File: config.mk
export PLATFORM = sky130hd
export DESIGN_NAME = id_stage
export DESIGN_NICKNAME = d
export VERILOG_FILES = /design/src/mips_isa_pkg.sv /design/src/id_ctrl_pkg.sv /design/src/id_decoder.sv /design/src/id_stage_reg.sv /design/src/id_regfile.sv /design/src/id_bypass.sv /design/src/id_operand_sel.sv /design/src/id_stage.sv
export SDC_FILE = /design/constraint.sdc
export NUM_CORES = 2
export LEC_CHECK = 0
export ABC_AREA = 1
export BUFFER_PORTS_ARGS = -buffer_cell sky130_fd_sc_hd__buf_4
export CELL_PAD_IN_SITES_DETAIL_PLACEMENT = 1
export CELL_PAD_IN_SITES_GLOBAL_PLACEMENT = 1
export CORE_AREA = 5 5 335 469
export DETAILED_ROUTE_END_ITERATION = 6
export DIE_AREA = 0 0 340 474
export HOLD_SLACK_MARGIN = 0.03
export PLACE_DENSITY = 0.78
export SLEW_MARGIN = 20
export SYNTH_ARGS = -nofsm -noshare
export SYNTH_HDL_FRONTEND = slang
export SYNTH_SLANG_ARGS = --single-unit
export TNS_END_PERCENT = 20
File: constraint.sdc
create_clock -name clk -period 11.1 [get_ports clk]
set_input_delay 1.665 -clock clk [delete_from_list [all_inputs] [get_ports clk]]
set_output_delay 1.665 -clock clk [all_outputs]
set_load 0.02 [all_outputs]
File: src/mips_isa_pkg.sv
package mips_isa_pkg;

    localparam int WORD_W  = 32;
    localparam int REG_AW  = 5;
    localparam int OP_W    = 6;
    localparam int FN_W    = 6;
    localparam int SHAMT_W = 5;
    localparam int IMM_W   = 16;

    typedef logic [WORD_W-1:0] word_t;
    typedef logic [REG_AW-1:0] reg_addr_t;
    typedef logic [OP_W-1:0]   opcode_t;
    typedef logic [FN_W-1:0]   funct_t;

    // major opcodes
    localparam opcode_t OP_SPECIAL = 6'h00;
    localparam opcode_t OP_J       = 6'h02;
    localparam opcode_t OP_JAL     = 6'h03;
    localparam opcode_t OP_BEQ     = 6'h04;
    localparam opcode_t OP_BNE     = 6'h05;
    localparam opcode_t OP_ADDIU   = 6'h09;
    localparam opcode_t OP_SLTI    = 6'h0a;
    localparam opcode_t OP_SLTIU   = 6'h0b;
    localparam opcode_t OP_ANDI    = 6'h0c;
    localparam opcode_t OP_ORI     = 6'h0d;
    localparam opcode_t OP_XORI    = 6'h0e;
    localparam opcode_t OP_LUI     = 6'h0f;
    localparam opcode_t OP_LW      = 6'h23;
    localparam opcode_t OP_SW      = 6'h2b;

    // function codes under OP_SPECIAL
    localparam funct_t FN_ADDU    = 6'h21;
    localparam funct_t FN_SUBU    = 6'h23;
    localparam funct_t FN_AND     = 6'h24;
    localparam funct_t FN_OR      = 6'h25;
    localparam funct_t FN_XOR     = 6'h26;
    localparam funct_t FN_NOR     = 6'h27;
    localparam funct_t FN_SLT     = 6'h2a;
    localparam funct_t FN_SLTU    = 6'h2b;
    localparam funct_t FN_SLL     = 6'h00;
    localparam funct_t FN_SRL     = 6'h02;
    localparam funct_t FN_SRA     = 6'h03;
    localparam funct_t FN_JR      = 6'h08;
    localparam funct_t FN_SYSCALL = 6'h0c;
    localparam funct_t FN_BREAK   = 6'h0d;

    // one instruction word, two field layouts
    typedef union packed {
        struct packed {
            opcode_t            opcode;
            reg_addr_t          rs;
            reg_addr_t          rt;
            reg_addr_t          rd;
            logic [SHAMT_W-1:0] shamt;
            funct_t             funct;
        } r;
        struct packed {
            opcode_t          opcode;
            reg_addr_t        rs;
            reg_addr_t        rt;
            logic [IMM_W-1:0] imm;  // also low half of the jump index
        } i;
    } inst_word_t;

endpackage

File: src/id_ctrl_pkg.sv
package id_ctrl_pkg;

    import mips_isa_pkg::*;

    typedef enum logic [3:0] {
        ALU_ADD,
        ALU_SUB,
        ALU_SLT,
        ALU_SLTU,
        ALU_AND,
        ALU_OR,
        ALU_XOR,
        ALU_NOR,
        ALU_SLL,
        ALU_SRL,
        ALU_SRA,
        ALU_LUI
    } alu_op_t;

    typedef enum logic [2:0] {
        BR_NONE,
        BR_BEQ,
        BR_BNE,
        BR_J,
        BR_JAL,
        BR_JR
    } br_kind_t;

    typedef enum logic [1:0] {
        IMM_NONE,
        IMM_ZERO,
        IMM_SIGN
    } imm_kind_t;

    typedef logic [4:0] exc_code_t;

    localparam exc_code_t EXC_SYS = 5'd8;
    localparam exc_code_t EXC_BP  = 5'd9;
    localparam exc_code_t EXC_RI  = 5'd10;

    localparam reg_addr_t REG_RA = 5'd31;  // link register for jal

endpackage

File: src/id_decoder.sv
module id_decoder
    import mips_isa_pkg::*;
    import id_ctrl_pkg::*;
(
    input  inst_word_t ds_inst,
    input  logic       ds_fs_ex,
    input  exc_code_t  ds_fs_exc_code,
    output logic       rs_read,
    output logic       rt_read,
    output alu_op_t    alu_op,
    output imm_kind_t  imm_kind,
    output logic       src1_is_sa,
    output logic       src1_is_pc,
    output logic       src2_is_8,
    output reg_addr_t  dest,
    output logic       gr_we,
    output logic       mem_we,
    output logic       load_op,
    output br_kind_t   br_kind,
    output logic       ds_ex,
    output exc_code_t  exc_code
);

    opcode_t op;
    funct_t  fn;
    logic    special;
    logic    r_alu;
    logic    r_shift;
    logic    i_zext;
    logic    i_alu;
    logic    inst_jr;
    logic    inst_sys;
    logic    inst_brk;
    logic    inst_lw;
    logic    inst_sw;
    logic    inst_beq;
    logic    inst_bne;
    logic    inst_j;
    logic    inst_jal;
    logic    inst_ok;

    assign op      = ds_inst.i.opcode;
    assign fn      = ds_inst.r.funct;
    assign special = (op == OP_SPECIAL);

    // unused fields must be zero, as in the ISA manual
    assign r_alu    = special && (ds_inst.r.shamt == '0) &&
                      (fn inside {FN_ADDU, FN_SUBU, FN_AND, FN_OR,
                                  FN_XOR, FN_NOR, FN_SLT, FN_SLTU});
    assign r_shift  = special && (ds_inst.r.rs == '0) && (fn inside {FN_SLL, FN_SRL, FN_SRA});
    assign inst_jr  = special && (fn == FN_JR) && (ds_inst.r.rt == '0) &&
                      (ds_inst.r.rd == '0) && (ds_inst.r.shamt == '0);
    assign inst_sys = special && (fn == FN_SYSCALL);  // code field ignored
    assign inst_brk = special && (fn == FN_BREAK);

    assign i_zext   = (op inside {OP_ANDI, OP_ORI, OP_XORI}) ||
                      ((op == OP_LUI) && (ds_inst.i.rs == '0));
    assign i_alu    = i_zext || (op inside {OP_ADDIU, OP_SLTI, OP_SLTIU});
    assign inst_lw  = (op == OP_LW);
    assign inst_sw  = (op == OP_SW);
    assign inst_beq = (op == OP_BEQ);
    assign inst_bne = (op == OP_BNE);
    assign inst_j   = (op == OP_J);
    assign inst_jal = (op == OP_JAL);

    assign inst_ok = r_alu || r_shift || inst_jr || inst_sys || inst_brk || i_alu ||
                     inst_lw || inst_sw || inst_beq || inst_bne || inst_j || inst_jal;

    assign rs_read = r_alu || inst_jr || (i_alu && (op != OP_LUI)) ||
                     inst_lw || inst_sw || inst_beq || inst_bne;
    assign rt_read = r_alu || r_shift || inst_sw || inst_beq || inst_bne;

    assign src1_is_sa = r_shift;
    assign src1_is_pc = inst_jal;   // link value is pc + 8 through the adder
    assign src2_is_8  = inst_jal;

    // illegal words fall through to zero
    assign dest    = inst_jal           ? REG_RA :
                     (i_alu || inst_lw) ? ds_inst.i.rt :
                     (r_alu || r_shift) ? ds_inst.r.rd : '0;
    assign gr_we   = (dest != '0);
    assign mem_we  = inst_sw;
    assign load_op = inst_lw;

    always_comb begin
        case (op)
            OP_SPECIAL: begin
                case (fn)
                    FN_SUBU: alu_op = ALU_SUB;
                    FN_SLT:  alu_op = ALU_SLT;
                    FN_SLTU: alu_op = ALU_SLTU;
                    FN_AND:  alu_op = ALU_AND;
                    FN_OR:   alu_op = ALU_OR;
                    FN_XOR:  alu_op = ALU_XOR;
                    FN_NOR:  alu_op = ALU_NOR;
                    FN_SLL:  alu_op = ALU_SLL;
                    FN_SRL:  alu_op = ALU_SRL;
                    FN_SRA:  alu_op = ALU_SRA;
                    default: alu_op = ALU_ADD;
                endcase
            end
            OP_SLTI:  alu_op = ALU_SLT;
            OP_SLTIU: alu_op = ALU_SLTU;
            OP_ANDI:  alu_op = ALU_AND;
            OP_ORI:   alu_op = ALU_OR;
            OP_XORI:  alu_op = ALU_XOR;
            OP_LUI:   alu_op = ALU_LUI;
            default:  alu_op = ALU_ADD;  // addiu, lw, sw, jal
        endcase
    end

    always_comb begin
        case (1'b1)
            i_zext:                      imm_kind = IMM_ZERO;
            i_alu, inst_lw, inst_sw:     imm_kind = IMM_SIGN;
            default:                     imm_kind = IMM_NONE;
        endcase
    end

    always_comb begin
        case (1'b1)
            inst_beq: br_kind = BR_BEQ;
            inst_bne: br_kind = BR_BNE;
            inst_j:   br_kind = BR_J;
            inst_jal: br_kind = BR_JAL;
            inst_jr:  br_kind = BR_JR;
            default:  br_kind = BR_NONE;
        endcase
    end

    // fetch fault beats reserved, then syscall, then break
    assign ds_ex    = ds_fs_ex || !inst_ok || inst_sys || inst_brk;
    assign exc_code = ds_fs_ex ? ds_fs_exc_code :
                      !inst_ok ? EXC_RI :
                      inst_sys ? EXC_SYS :
                      inst_brk ? EXC_BP : '0;

    // at most one instruction class per word, so never a load and a store
    decode_onehot: assert final ($isunknown(ds_inst) ||
        $onehot0({r_alu, r_shift, inst_jr, inst_sys, inst_brk, i_alu,
                  inst_lw, inst_sw, inst_beq, inst_bne, inst_j, inst_jal}));

endmodule

File: src/id_stage_reg.sv
module id_stage_reg
    import mips_isa_pkg::*;
    import id_ctrl_pkg::*;
(
    input  logic       clk,
    input  logic       reset,
    input  logic       flush,
    input  logic       fs_to_ds_valid,
    input  inst_word_t fs_inst,
    input  word_t      fs_pc,
    input  logic       fs_ex,
    input  exc_code_t  fs_exc_code,
    input  logic       es_allowin,
    input  logic       load_stall,
    output logic       ds_valid,
    output inst_word_t ds_inst,
    output word_t      ds_pc,
    output logic       ds_fs_ex,
    output exc_code_t  ds_fs_exc_code,
    output logic       ds_allowin,
    output logic       ds_to_es_valid
);

    logic ds_ready_go;

    assign ds_ready_go    = !load_stall;
    assign ds_allowin     = !ds_valid || (ds_ready_go && es_allowin);
    assign ds_to_es_valid = ds_valid && ds_ready_go;

    always_ff @(posedge clk) begin
        if (reset) begin
            ds_valid <= 1'b0;
        end else if (flush) begin
            ds_valid <= 1'b0;  // drop whatever is held or offered
        end else if (ds_allowin) begin
            ds_valid <= fs_to_ds_valid;
        end
    end

    // payload only moves on a real transfer
    always_ff @(posedge clk) begin
        if (fs_to_ds_valid && ds_allowin) begin
            ds_inst        <= fs_inst;
            ds_pc          <= fs_pc;
            ds_fs_ex       <= fs_ex;
            ds_fs_exc_code <= fs_exc_code;
        end
    end

    hold_while_blocked: assert property (@(posedge clk) disable iff (reset)
        ds_valid && !ds_allowin && !flush |=>
            ds_valid && $stable(ds_inst) && $stable(ds_pc));

    flush_clears: assert property (@(posedge clk) disable iff (reset)
        flush |=> !ds_valid);

endmodule

File: src/id_regfile.sv
module id_regfile
    import mips_isa_pkg::*;
(
    input  logic      clk,
    input  logic      reset,
    input  reg_addr_t raddr1,
    input  reg_addr_t raddr2,
    input  logic      we,
    input  reg_addr_t waddr,
    input  word_t     wdata,
    output word_t     rdata1,
    output word_t     rdata2
);

    word_t regs [32];

    always_ff @(posedge clk) begin
        if (we && (waddr != '0)) begin
            regs[waddr] <= wdata;
        end
    end

    // $zero is hardwired
    assign rdata1 = (raddr1 == '0) ? '0 : regs[raddr1];
    assign rdata2 = (raddr2 == '0) ? '0 : regs[raddr2];

    // a written register reads back its new value in the next cycle
    write_read_back: assert property (@(posedge clk) disable iff (reset)
        (we && (waddr != '0)) |=>
            ((raddr1 !== $past(waddr)) || (rdata1 === $past(wdata))) &&
            ((raddr2 !== $past(waddr)) || (rdata2 === $past(wdata))));

endmodule

File: src/id_bypass.sv
module id_bypass
    import mips_isa_pkg::*;
(
    input  inst_word_t ds_inst,
    input  logic       rs_read,
    input  logic       rt_read,
    input  word_t      rdata1,
    input  word_t      rdata2,
    input  reg_addr_t  exe_dest,
    input  reg_addr_t  mem_dest,
    input  reg_addr_t  wb_dest,
    input  word_t      exe_result,
    input  word_t      mem_result,
    input  word_t      wb_result,
    input  logic       es_load_op,
    output word_t      rs_value,
    output word_t      rt_value,
    output logic       load_stall
);

    reg_addr_t rs;
    reg_addr_t rt;

    assign rs = ds_inst.i.rs;
    assign rt = ds_inst.i.rt;

    // a used, nonzero source matching a later stage's destination
    function automatic logic hit(reg_addr_t src, logic used, reg_addr_t dst);
        return used && (src != '0) && (src == dst);
    endfunction

    // youngest producer wins
    function automatic word_t pick(reg_addr_t src, logic used, word_t rf_val);
        if (hit(src, used, exe_dest)) begin
            return exe_result;
        end else if (hit(src, used, mem_dest)) begin
            return mem_result;
        end else if (hit(src, used, wb_dest)) begin
            return wb_result;
        end
        return rf_val;
    endfunction

    always_comb begin
        rs_value = pick(rs, rs_read, rdata1);
        rt_value = pick(rt, rt_read, rdata2);
    end

    // load data not ready until MEM
    assign load_stall = es_load_op &&
                        (hit(rs, rs_read, exe_dest) || hit(rt, rt_read, exe_dest));

    // $zero as a source never picks up a forwarded result
    zero_src_zero: assert final ($isunknown(ds_inst) ||
        (((rs != '0) || (rs_value == '0)) && ((rt != '0) || (rt_value == '0))));

endmodule

File: src/id_operand_sel.sv
module id_operand_sel
    import mips_isa_pkg::*;
    import id_ctrl_pkg::*;
(
    input  inst_word_t ds_inst,
    input  word_t      ds_pc,
    input  word_t      rs_value,
    input  word_t      rt_value,
    input  imm_kind_t  imm_kind,
    input  logic       src1_is_sa,
    input  logic       src1_is_pc,
    input  logic       src2_is_8,
    input  br_kind_t   br_kind,
    output word_t      src1,
    output word_t      src2,
    output word_t      store_data,
    output word_t      br_target
);

    word_t sign_imm;
    word_t imm_ext;
    word_t pc_plus4;

    assign sign_imm = {{16{ds_inst.i.imm[15]}}, ds_inst.i.imm};
    assign imm_ext  = (imm_kind == IMM_ZERO) ? {16'b0, ds_inst.i.imm} : sign_imm;
    assign pc_plus4 = ds_pc + 32'd4;

    assign src1 = src1_is_sa ? {27'b0, ds_inst.i.imm[10:6]} :  // shamt field
                  src1_is_pc ? ds_pc : rs_value;

    assign src2 = src2_is_8               ? 32'd8 :
                  (imm_kind != IMM_NONE)  ? imm_ext : rt_value;

    assign store_data = rt_value;

    always_comb begin
        case (br_kind)
            BR_BEQ, BR_BNE: br_target = pc_plus4 + {sign_imm[29:0], 2'b00};
            BR_J, BR_JAL:   br_target = {pc_plus4[31:28], ds_inst.i.rs, ds_inst.i.rt,
                                         ds_inst.i.imm, 2'b00};  // 26-bit index
            BR_JR:          br_target = rs_value;
            default:        br_target = pc_plus4;  // sequential
        endcase
    end

endmodule

File: src/id_stage.sv
module id_stage
    import mips_isa_pkg::*;
    import id_ctrl_pkg::*;
(
    input  logic       clk,
    input  logic       reset,
    input  logic       flush,
    input  logic       fs_to_ds_valid,
    input  logic       fs_ex,
    input  inst_word_t fs_inst,
    input  word_t      fs_pc,
    input  exc_code_t  fs_exc_code,
    input  logic       es_allowin,
    input  logic       es_load_op,
    input  reg_addr_t  exe_dest,
    input  reg_addr_t  mem_dest,
    input  reg_addr_t  wb_dest,
    input  word_t      exe_result,
    input  word_t      mem_result,
    input  word_t      wb_result,
    input  logic       wb_we,
    input  reg_addr_t  wb_waddr,
    input  word_t      wb_wdata,
    output logic       ds_allowin,
    output logic       ds_to_es_valid,
    output word_t      es_pc,
    output alu_op_t    es_alu_op,
    output word_t      es_src1,
    output word_t      es_src2,
    output word_t      es_store_data,
    output reg_addr_t  es_dest,
    output logic       es_gr_we,
    output logic       es_mem_we,
    output logic       es_load_op_out,
    output br_kind_t   es_br_kind,
    output word_t      es_br_target,
    output logic       es_ex,
    output exc_code_t  es_exc_code
);

    inst_word_t ds_inst;
    logic       ds_fs_ex;
    exc_code_t  ds_fs_exc_code;
    logic       load_stall;
    word_t      rdata1;
    word_t      rdata2;
    word_t      rs_value;
    word_t      rt_value;
    logic       rs_read;
    logic       rt_read;
    imm_kind_t  imm_kind;
    logic       src1_is_sa;
    logic       src1_is_pc;
    logic       src2_is_8;

    id_stage_reg u_stage_reg (
        .clk            (clk),
        .reset          (reset),
        .flush          (flush),
        .fs_to_ds_valid (fs_to_ds_valid),
        .fs_inst        (fs_inst),
        .fs_pc          (fs_pc),
        .fs_ex          (fs_ex),
        .fs_exc_code    (fs_exc_code),
        .es_allowin     (es_allowin),
        .load_stall     (load_stall),
        .ds_valid       (),
        .ds_inst        (ds_inst),
        .ds_pc          (es_pc),
        .ds_fs_ex       (ds_fs_ex),
        .ds_fs_exc_code (ds_fs_exc_code),
        .ds_allowin     (ds_allowin),
        .ds_to_es_valid (ds_to_es_valid)
    );

    id_decoder u_decoder (
        .ds_inst        (ds_inst),
        .ds_fs_ex       (ds_fs_ex),
        .ds_fs_exc_code (ds_fs_exc_code),
        .rs_read        (rs_read),
        .rt_read        (rt_read),
        .alu_op         (es_alu_op),
        .imm_kind       (imm_kind),
        .src1_is_sa     (src1_is_sa),
        .src1_is_pc     (src1_is_pc),
        .src2_is_8      (src2_is_8),
        .dest           (es_dest),
        .gr_we          (es_gr_we),
        .mem_we         (es_mem_we),
        .load_op        (es_load_op_out),
        .br_kind        (es_br_kind),
        .ds_ex          (es_ex),
        .exc_code       (es_exc_code)
    );

    id_regfile u_regfile (
        .clk    (clk),
        .reset  (reset),
        .raddr1 (ds_inst.i.rs),
        .raddr2 (ds_inst.i.rt),
        .we     (wb_we),
        .waddr  (wb_waddr),
        .wdata  (wb_wdata),
        .rdata1 (rdata1),
        .rdata2 (rdata2)
    );

    id_bypass u_bypass (
        .ds_inst    (ds_inst),
        .rs_read    (rs_read),
        .rt_read    (rt_read),
        .rdata1     (rdata1),
        .rdata2     (rdata2),
        .exe_dest   (exe_dest),
        .mem_dest   (mem_dest),
        .wb_dest    (wb_dest),
        .exe_result (exe_result),
        .mem_result (mem_result),
        .wb_result  (wb_result),
        .es_load_op (es_load_op),
        .rs_value   (rs_value),
        .rt_value   (rt_value),
        .load_stall (load_stall)
    );

    id_operand_sel u_operand_sel (
        .ds_inst    (ds_inst),
        .ds_pc      (es_pc),
        .rs_value   (rs_value),
        .rt_value   (rt_value),
        .imm_kind   (imm_kind),
        .src1_is_sa (src1_is_sa),
        .src1_is_pc (src1_is_pc),
        .src2_is_8  (src2_is_8),
        .br_kind    (es_br_kind),
        .src1       (es_src1),
        .src2       (es_src2),
        .store_data (es_store_data),
        .br_target  (es_br_target)
    );

endmodule

# After elaboration in Yosys (flattened, before gate mapping)
# Memory sizes are Yosys's and may differ from the RTL's. A register that Yosys moved wholly into a read port is not among the register bits.
# Index checks and enable logic that the tools add are counted.
# W data, S select, Z words.
# classes
add_sub_neg	2
n_mul	0
n_div	0
magnitude_cmp	0
n_eq_ne	39
shifts	0
n_mux	42
bitwise_logic	0
reduce_logical	75
# op_table
operator	count
$mux W32	15
$pmux W32 S3	1
$eq A6 B4 Y1 const B	10
$eq A6 B6 Y1 const B	10
$mux W5	8
$pmux W4 S10	1
$add A32 B3 Y32 const B	1
$add A32 B32 Y32	1
$eq A5 B5 Y1	6
$logic_or A1 B1 Y1	28
$pmux W4 S7	1
$logic_and A1 B1 Y1	25
$eq A6 B2 Y1 const B	4
$logic_not A5 Y1	4
$reduce_bool A5 Y1	4
$mux W3	5
$eq A6 B3 Y1 const B	2
$logic_not A6 Y1	2
$reduce_bool A3 Y1	3
$mux W1	8
$reduce_bool A8 Y1	1
$eq A3 B2 Y1 const B	2
$eq A3 B3 Y1 const B	2
$ne A6 B4 Y1 const B	1
8 further kinds	13
# word_totals
reg_bits	71
latchBits	0
ram_bits	1024
romBits	0
inputBits	225
output_inout_bits	183
wordCells	164
memories	1
# mem_list
memory	words	width	rd	rd_ports_with_merged_regs	wr	line	source
u_regfile.regs	32	32	2	2	1	id_regfile.sv:15	word_t regs [32];

# Depth between registers and ports, before layout
# logic_depth
depth_word	20
depth_mapped	23
ltp_nobuf	23

# By module
# A second synthesis with hierarchy kept.
# hier_totals
cells_unflattened	7766
area_unflattened_um2	62598.8
# by_module_without_submodules
module	n_inst	cells_per_inst	area_per_inst_um2	seq_area_each_um2
id_regfile	1	5972	51687.1	30749.5
id_operand_sel	1	936	4725.8	0.0
id_bypass	1	598	3139.3	0.0
id_stage_reg	1	80	2169.6	2122.0
id_decoder	1	180	877.1	0.0

# Worst setup path after synthesis
# No wires, ideal clock.
# synth_path
kind	flip-flop to output port
from	reg u_stage_reg.ds_pc[4]
to	out es_br_target[24]
t_arrival_ps	3317
required_ps	9435
setup_slack_ps	6118
stages_incl_launch_ff	23
n_path_buf	0
path_cell_list	edfxtp_1 nand3_1 nor3_1 nand2_1 nor2_1 nand3_1 inv_1 nand2_1 xor2_1 inv_1 ha_1 nand2_1 nor2_1 inv_1 nor2_1 nand4_1 nand3_1 nand2_1 nand2_1 nor2_1 o21ai_0 inv_1 a21oi_1
# synth_between
elab_chain_cells	3
# synth_rtl
element	line	source
start: declaration	id_stage_reg.sv:17	output word_t ds_pc,
start signal: assignment	id_stage_reg.sv:44	ds_pc <= fs_pc;
$add A32 B3 Y32 (*)	id_operand_sel.sv:26	assign pc_plus4 = ds_pc + 32'd4;
$add A32 B32 Y32	id_operand_sel.sv:38	BR_BEQ, BR_BNE: br_target = pc_plus4 + {sign_imm[29:0], 2'b00};
$pmux W32 S3 (*)	id_operand_sel.sv:37	case (br_kind)
end: declaration	id_stage.sv:36	output word_t es_br_target,
# Every way passes the cells marked *; elsewhere a longest branch is shown, timed or not.

# Worst setup path after layout
# Same ends and word-level chain as after synthesis.

==> results.rst <==
.. list-table::
   :header-rows: 1

   * - Metric
     - Value
   * - Result of the run
     - finished, final reports clean
   * - Detailed-routing iteration count for the pre-antenna-repair pass
     - 5
   * - Setup repair after global routing missed its margin
     - no
   * - End point of the critical path
     - es_br_target[24]
   * - # hold bufs at CTS
     - 0
   * - I/O Pins
     - 408
   * - Maximum fanout count along the critical path
     - 6
   * - Syn. warnings
     - 0
   * - Sum of met2 wire segment lengths after detailed routing
     - 134,900 um
   * - Number of DRC violations after detailed routing
     - 0
   * - Critical Path Start
     - u_stage_reg.ds_pc[4]$_DFFE_PN_
   * - Synthesized area per cell
     - 8.524 um2
   * - Post-Place Cells
     - 9,084
   * - Flop and latch count out of synthesis
     - 1,105
   * - Crit path capture type
     - output pin
   * - Top cells by area, synth
     - sky130_fd_sc_hd__edfxtp_1 (54%), sky130_fd_sc_hd__o21ai_0 (8.9%), sky130_fd_sc_hd__nor2_1 (7.8%), sky130_fd_sc_hd__nand2_1 (7.7%), sky130_fd_sc_hd__nand3_1 (5.3%)
   * - Worst reg-to-reg path cell count
     - 14
   * - Die outline width
     - 340 um
   * - Clock transition at path regs
     - 70 ps
   * - Post-Synthesis Cell Area
     - 60,570 um2
   * - Via count of the first global-routing pass
     - 59,840
   * - Post-CTS setup-driven buffer insertion count
     - 0
   * - Clock Path Buffers
     - 3
   * - Worst slew slack as a fraction of its limit
     - 20.61%
   * - Number of failing hold endpoints at the final stage
     - 0
   * - Total track usage
     - 34.06%
   * - Biggest area consumer among synthesized cells
     - sky130_fd_sc_hd__edfxtp_1
   * - Fraction of the cycle the final worst path needs
     - 69.40%
   * - Total negative setup slack
     - 0 ps
   * - Effective utilization at floorplan
     - 39.72%
   * - Remaining global-route overflow
     - 0
   * - CTS tree
     - done
   * - Cells after Synth
     - 7,106
   * - Flop-to-flop setup slack
     - 5500 ps
   * - Global placer's final weighted congestion
     - 0.9732
   * - Core footprint
     - 152,500 um2
   * - Later-pin clock latency in the skew report
     - 780 ps
   * - First-iteration detailed-routing DRC count
     - 6,521
   * - Reg-to-Reg Start
     - u_stage_reg.ds_inst[31]$_DFFE_PN_
   * - Total met3 wirelength after detailed routing
     - 29,250 um
   * - Worst flop-to-flop path endpoint
     - u_stage_reg.ds_pc[28]$_DFFE_PN_
   * - Number of antenna violations at the first check in global routing
     - 22
   * - HP Class
     - reg -> reg
   * - Arr. time, crit path
     - 6040 ps
   * - Critical Setup Path Class
     - reg -> out
   * - Seq. cell area
     - 33,100 um2
   * - Max Cap Violations
     - 0
   * - Area fraction of the dominant cell type after synthesis
     - 54.23%
   * - Filler-free cell count of the finished design
     - 9,293
   * - Actual transition at the worst max-transition pin
     - 1191 ps
   * - Number of sinks driven by the clock tree
     - 1,105
   * - Ordered list of cells on the worst path
     - nand3_1 -> nor3_1 -> nand2_1 -> nor2_1 -> nand3_1 -> inv_1 -> nand2_1 -> xor2_1 -> inv_1 -> ha_1 -> nand2_1 -> nor2_1 -> inv_1 -> nor2_1 -> nand4_1 -> nand3_1 -> nand2_1 -> nand2_1 -> nor2_1 -> o21ai_0 -> inv_1 -> a21oi_1 -> buf_4
   * - Critical path's most frequent cell
     - sky130_fd_sc_hd__nand2_1
   * - Setup clock skew after layout
     - 37.83 ps
   * - FILL cells
     - 17,700
   * - Final Total Pwr
     - 10,840 uW
   * - Met1 wire length
     - 101,200 um
   * - Setup-violating endpoint count in the final report
     - 0
   * - Leakage
     - 0.02574 uW
   * - Top Layer Used
     - met5
   * - Number of distinct library cells after synthesis
     - 54
   * - Number of nets at the end of the flow
     - 7,472
   * - Multi-input gate area in the final layout
     - 24,580 um2
   * - Vias post-DR
     - 59,680
   * - Number of slew-limit violations in the final report
     - 0
   * - Critical Path Slowest Stage Cell
     - sky130_fd_sc_hd__edfxtp_1
   * - VDD IR-drop max
     - 0.0001339 V
   * - P&R area growth vs syn
     - 13.52%
   * - Clock tree root buffer cell
     - sky130_fd_sc_hd__clkbuf_16
   * - Final routed wirelength across all metal layers
     - 288,100 um
   * - Type of origin of the critical path
     - flip-flop
   * - Cells resized by post-CTS repair
     - 0
   * - Clock H-tree levels
     - 3
   * - Required @ worst endpoint
     - 9440 ps
   * - Largest net degree at the start of global routing
     - 175
   * - Estimated wirelength of the detail-placed design
     - 176,000 um
   * - Max Freq
     - 0.1298 GHz
   * - Remaining antenna violation count
     - 0
   * - Sequential share of the synthesized area
     - 54.60%
   * - Average routed wire per standard cell
     - 31.00 um
   * - First-pass GRT wire length
     - 407,900 um
   * - Number of buffers added on ports
     - 407
   * - Slowest cell delay on critical path
     - 500 ps
   * - Die Span Y
     - 474 um
   * - Number of buffers inserted during clock tree synthesis
     - 108
   * - Pwr dens
     - 157.7 nW/um2
   * - Proportion of layout cells with a drive suffix above 1
     - 10.62%
   * - Area of the die
     - 161,200 um2
   * - Vias per cell
     - 6.422
   * - Number of placement rows
     - 170
   * - Final critical-path required period
     - 7704 ps
[flip-flops by register name (all words and copies together), names as in the netlist, named ones only]
name	flops
u_stage_reg.ds_fs_ex	1
u_stage_reg.ds_valid	1
u_stage_reg.ds_pc	32
u_stage_reg.ds_fs_exc_code	5
u_regfile.regs	1024
u_stage_reg.ds_inst	32
[where the power goes]
| part | switching [uW] | internal [uW] |
|---|---|---|
| clock network | 1690 | 2090 |
| registers | 84.6 | 4670 |
| logic | 1670 | 640 |
[how the worst min path moves through the flow]
| stage | start | to | depth (start not counted) |
|---|---|---|---|
| 2_1_floorplan | u_stage_reg.ds_inst[18]$_DFFE_PN_ | flip-flop | 3 |
| 3_3_place_gp | u_stage_reg.ds_valid$_SDFFE_PP0P_ | u_stage_reg.ds_valid$_SDFFE_PP0P_ | 2 |
| 3_5_place_dp | u_stage_reg.ds_valid$_SDFFE_PP0P_ | u_stage_reg.ds_valid$_SDFFE_PP0P_ | 2 |
| 4_1_cts | u_stage_reg.ds_valid$_SDFFE_PP0P_ | u_stage_reg.ds_valid$_SDFFE_PP0P_ | 2 |
| 5_1_grt | u_stage_reg.ds_valid$_SDFFE_PP0P_ | u_stage_reg.ds_valid$_SDFFE_PP0P_ | 2 |
| 6_report | u_stage_reg.ds_valid$_SDFFE_PP0P_ | u_stage_reg.ds_valid$_SDFFE_PP0P_ | 2 |
[synth_stat cells (all sizes together)]
cell	number
a221oi	3
o41ai	1
and2	2
fa	1
o31ai	1
xor2	30
nand3b	5
a21boi	1
a21o	5
clkinv	3
o21bai	7
nand3	647
conb	1
o311ai	2
or2	12
o21ai	1112
o21a	7
xnor2	15
a31oi	1
clkbuf	402
inv	287
nor2	1274
nor3	36
edfxtp	1094
nand4	120
o22ai	513
ha	30
nor3b	1
a211oi	4
dfxtp	11
nand2	1244
nor4	1
o221ai	1
o211ai	10
buf	143
a21oi	79
[through the flow]
step | util (%) | cell area [um2] | setup slack [ps] | hold slack (ps)
after floorplan | - | 60690 | 6118 | 554.7
after global placement | 42.77 | 65230 | 4272 | 655.5
after detailed placement | 42.77 | 65230 | 4251 | 656.7
after CTS | 45.07 | 68730 | 3403 | 665.3
after global routing | 45.09 | 68770 | 3216 | 694.7
final | 45.09 | 68770 | 3396 | 693.9
[routing by layer]
metal,up-vias,track usage (%)
met2,3635,56.41
met1,29890,39.78
li1,25220,-
met5,-,0
met3,928,7.252
met4,14,23.09
[logic make-up after synthesis]
kind of cell    count (synthesis)  share of synthesized area (%)
compound gates               1747                          15.70
buf+inv                       835                          5.459
other cells                     1                       0.006191
fa+ha+maj                      31                         0.6527
flops                        1105                          54.60
simple gates                 3342                          22.93
xor+xnor                       45                         0.6507
[layout make-up]
type | instances | share of cell area [%]
Antenna cell | 11 | 0.04003
Inverter | 290 | 1.643
Clock inverter | 72 | 1.070
Sequential cell | 1105 | 48.14
Timing Repair Buffer | 514 | 5.739
Clock buffer | 126 | 4.028
Tap cell | 1978 | 3.599
Multi-Input combinational cell | 5197 | 35.74
[cell usage in the layout (no fill, tap or decap), drive strengths merged, types with 2 or more instances in the layout]
master / instances
clkinvlp: 6
buf: 514
bufinv: 13
o311ai: 2
clkinv: 51
a211oi: 4
xor2: 30
a21oi: 79
clkbuf: 126
nand2: 1244
nor2: 1274
o22ai: 513
conb: 32
inv: 292
o21a: 7
nand3: 647
or2: 12
nand3b: 5
nor3: 36
dfxtp: 11
xnor2: 15
diode: 11
o21ai: 1112
o21bai: 7
nand4: 120
and2: 2
a221oi: 3
a21o: 5
ha: 30
edfxtp: 1094
o211ai: 10
[worst max-delay path, delay by kind of cell, from the launching register on]
kind / cells / cell delay (ps)
adders and majority gates: 1 / 440
AOI/OAI and AO/OA: 2 / 560
buffers and inverters: 5 / 690
xor gates and xnor gates: 1 / 140
DFF: 1 / 500
and+or+nand+nor: 14 / 2920
No activity file was read; power rests on OpenSTA's default activity.
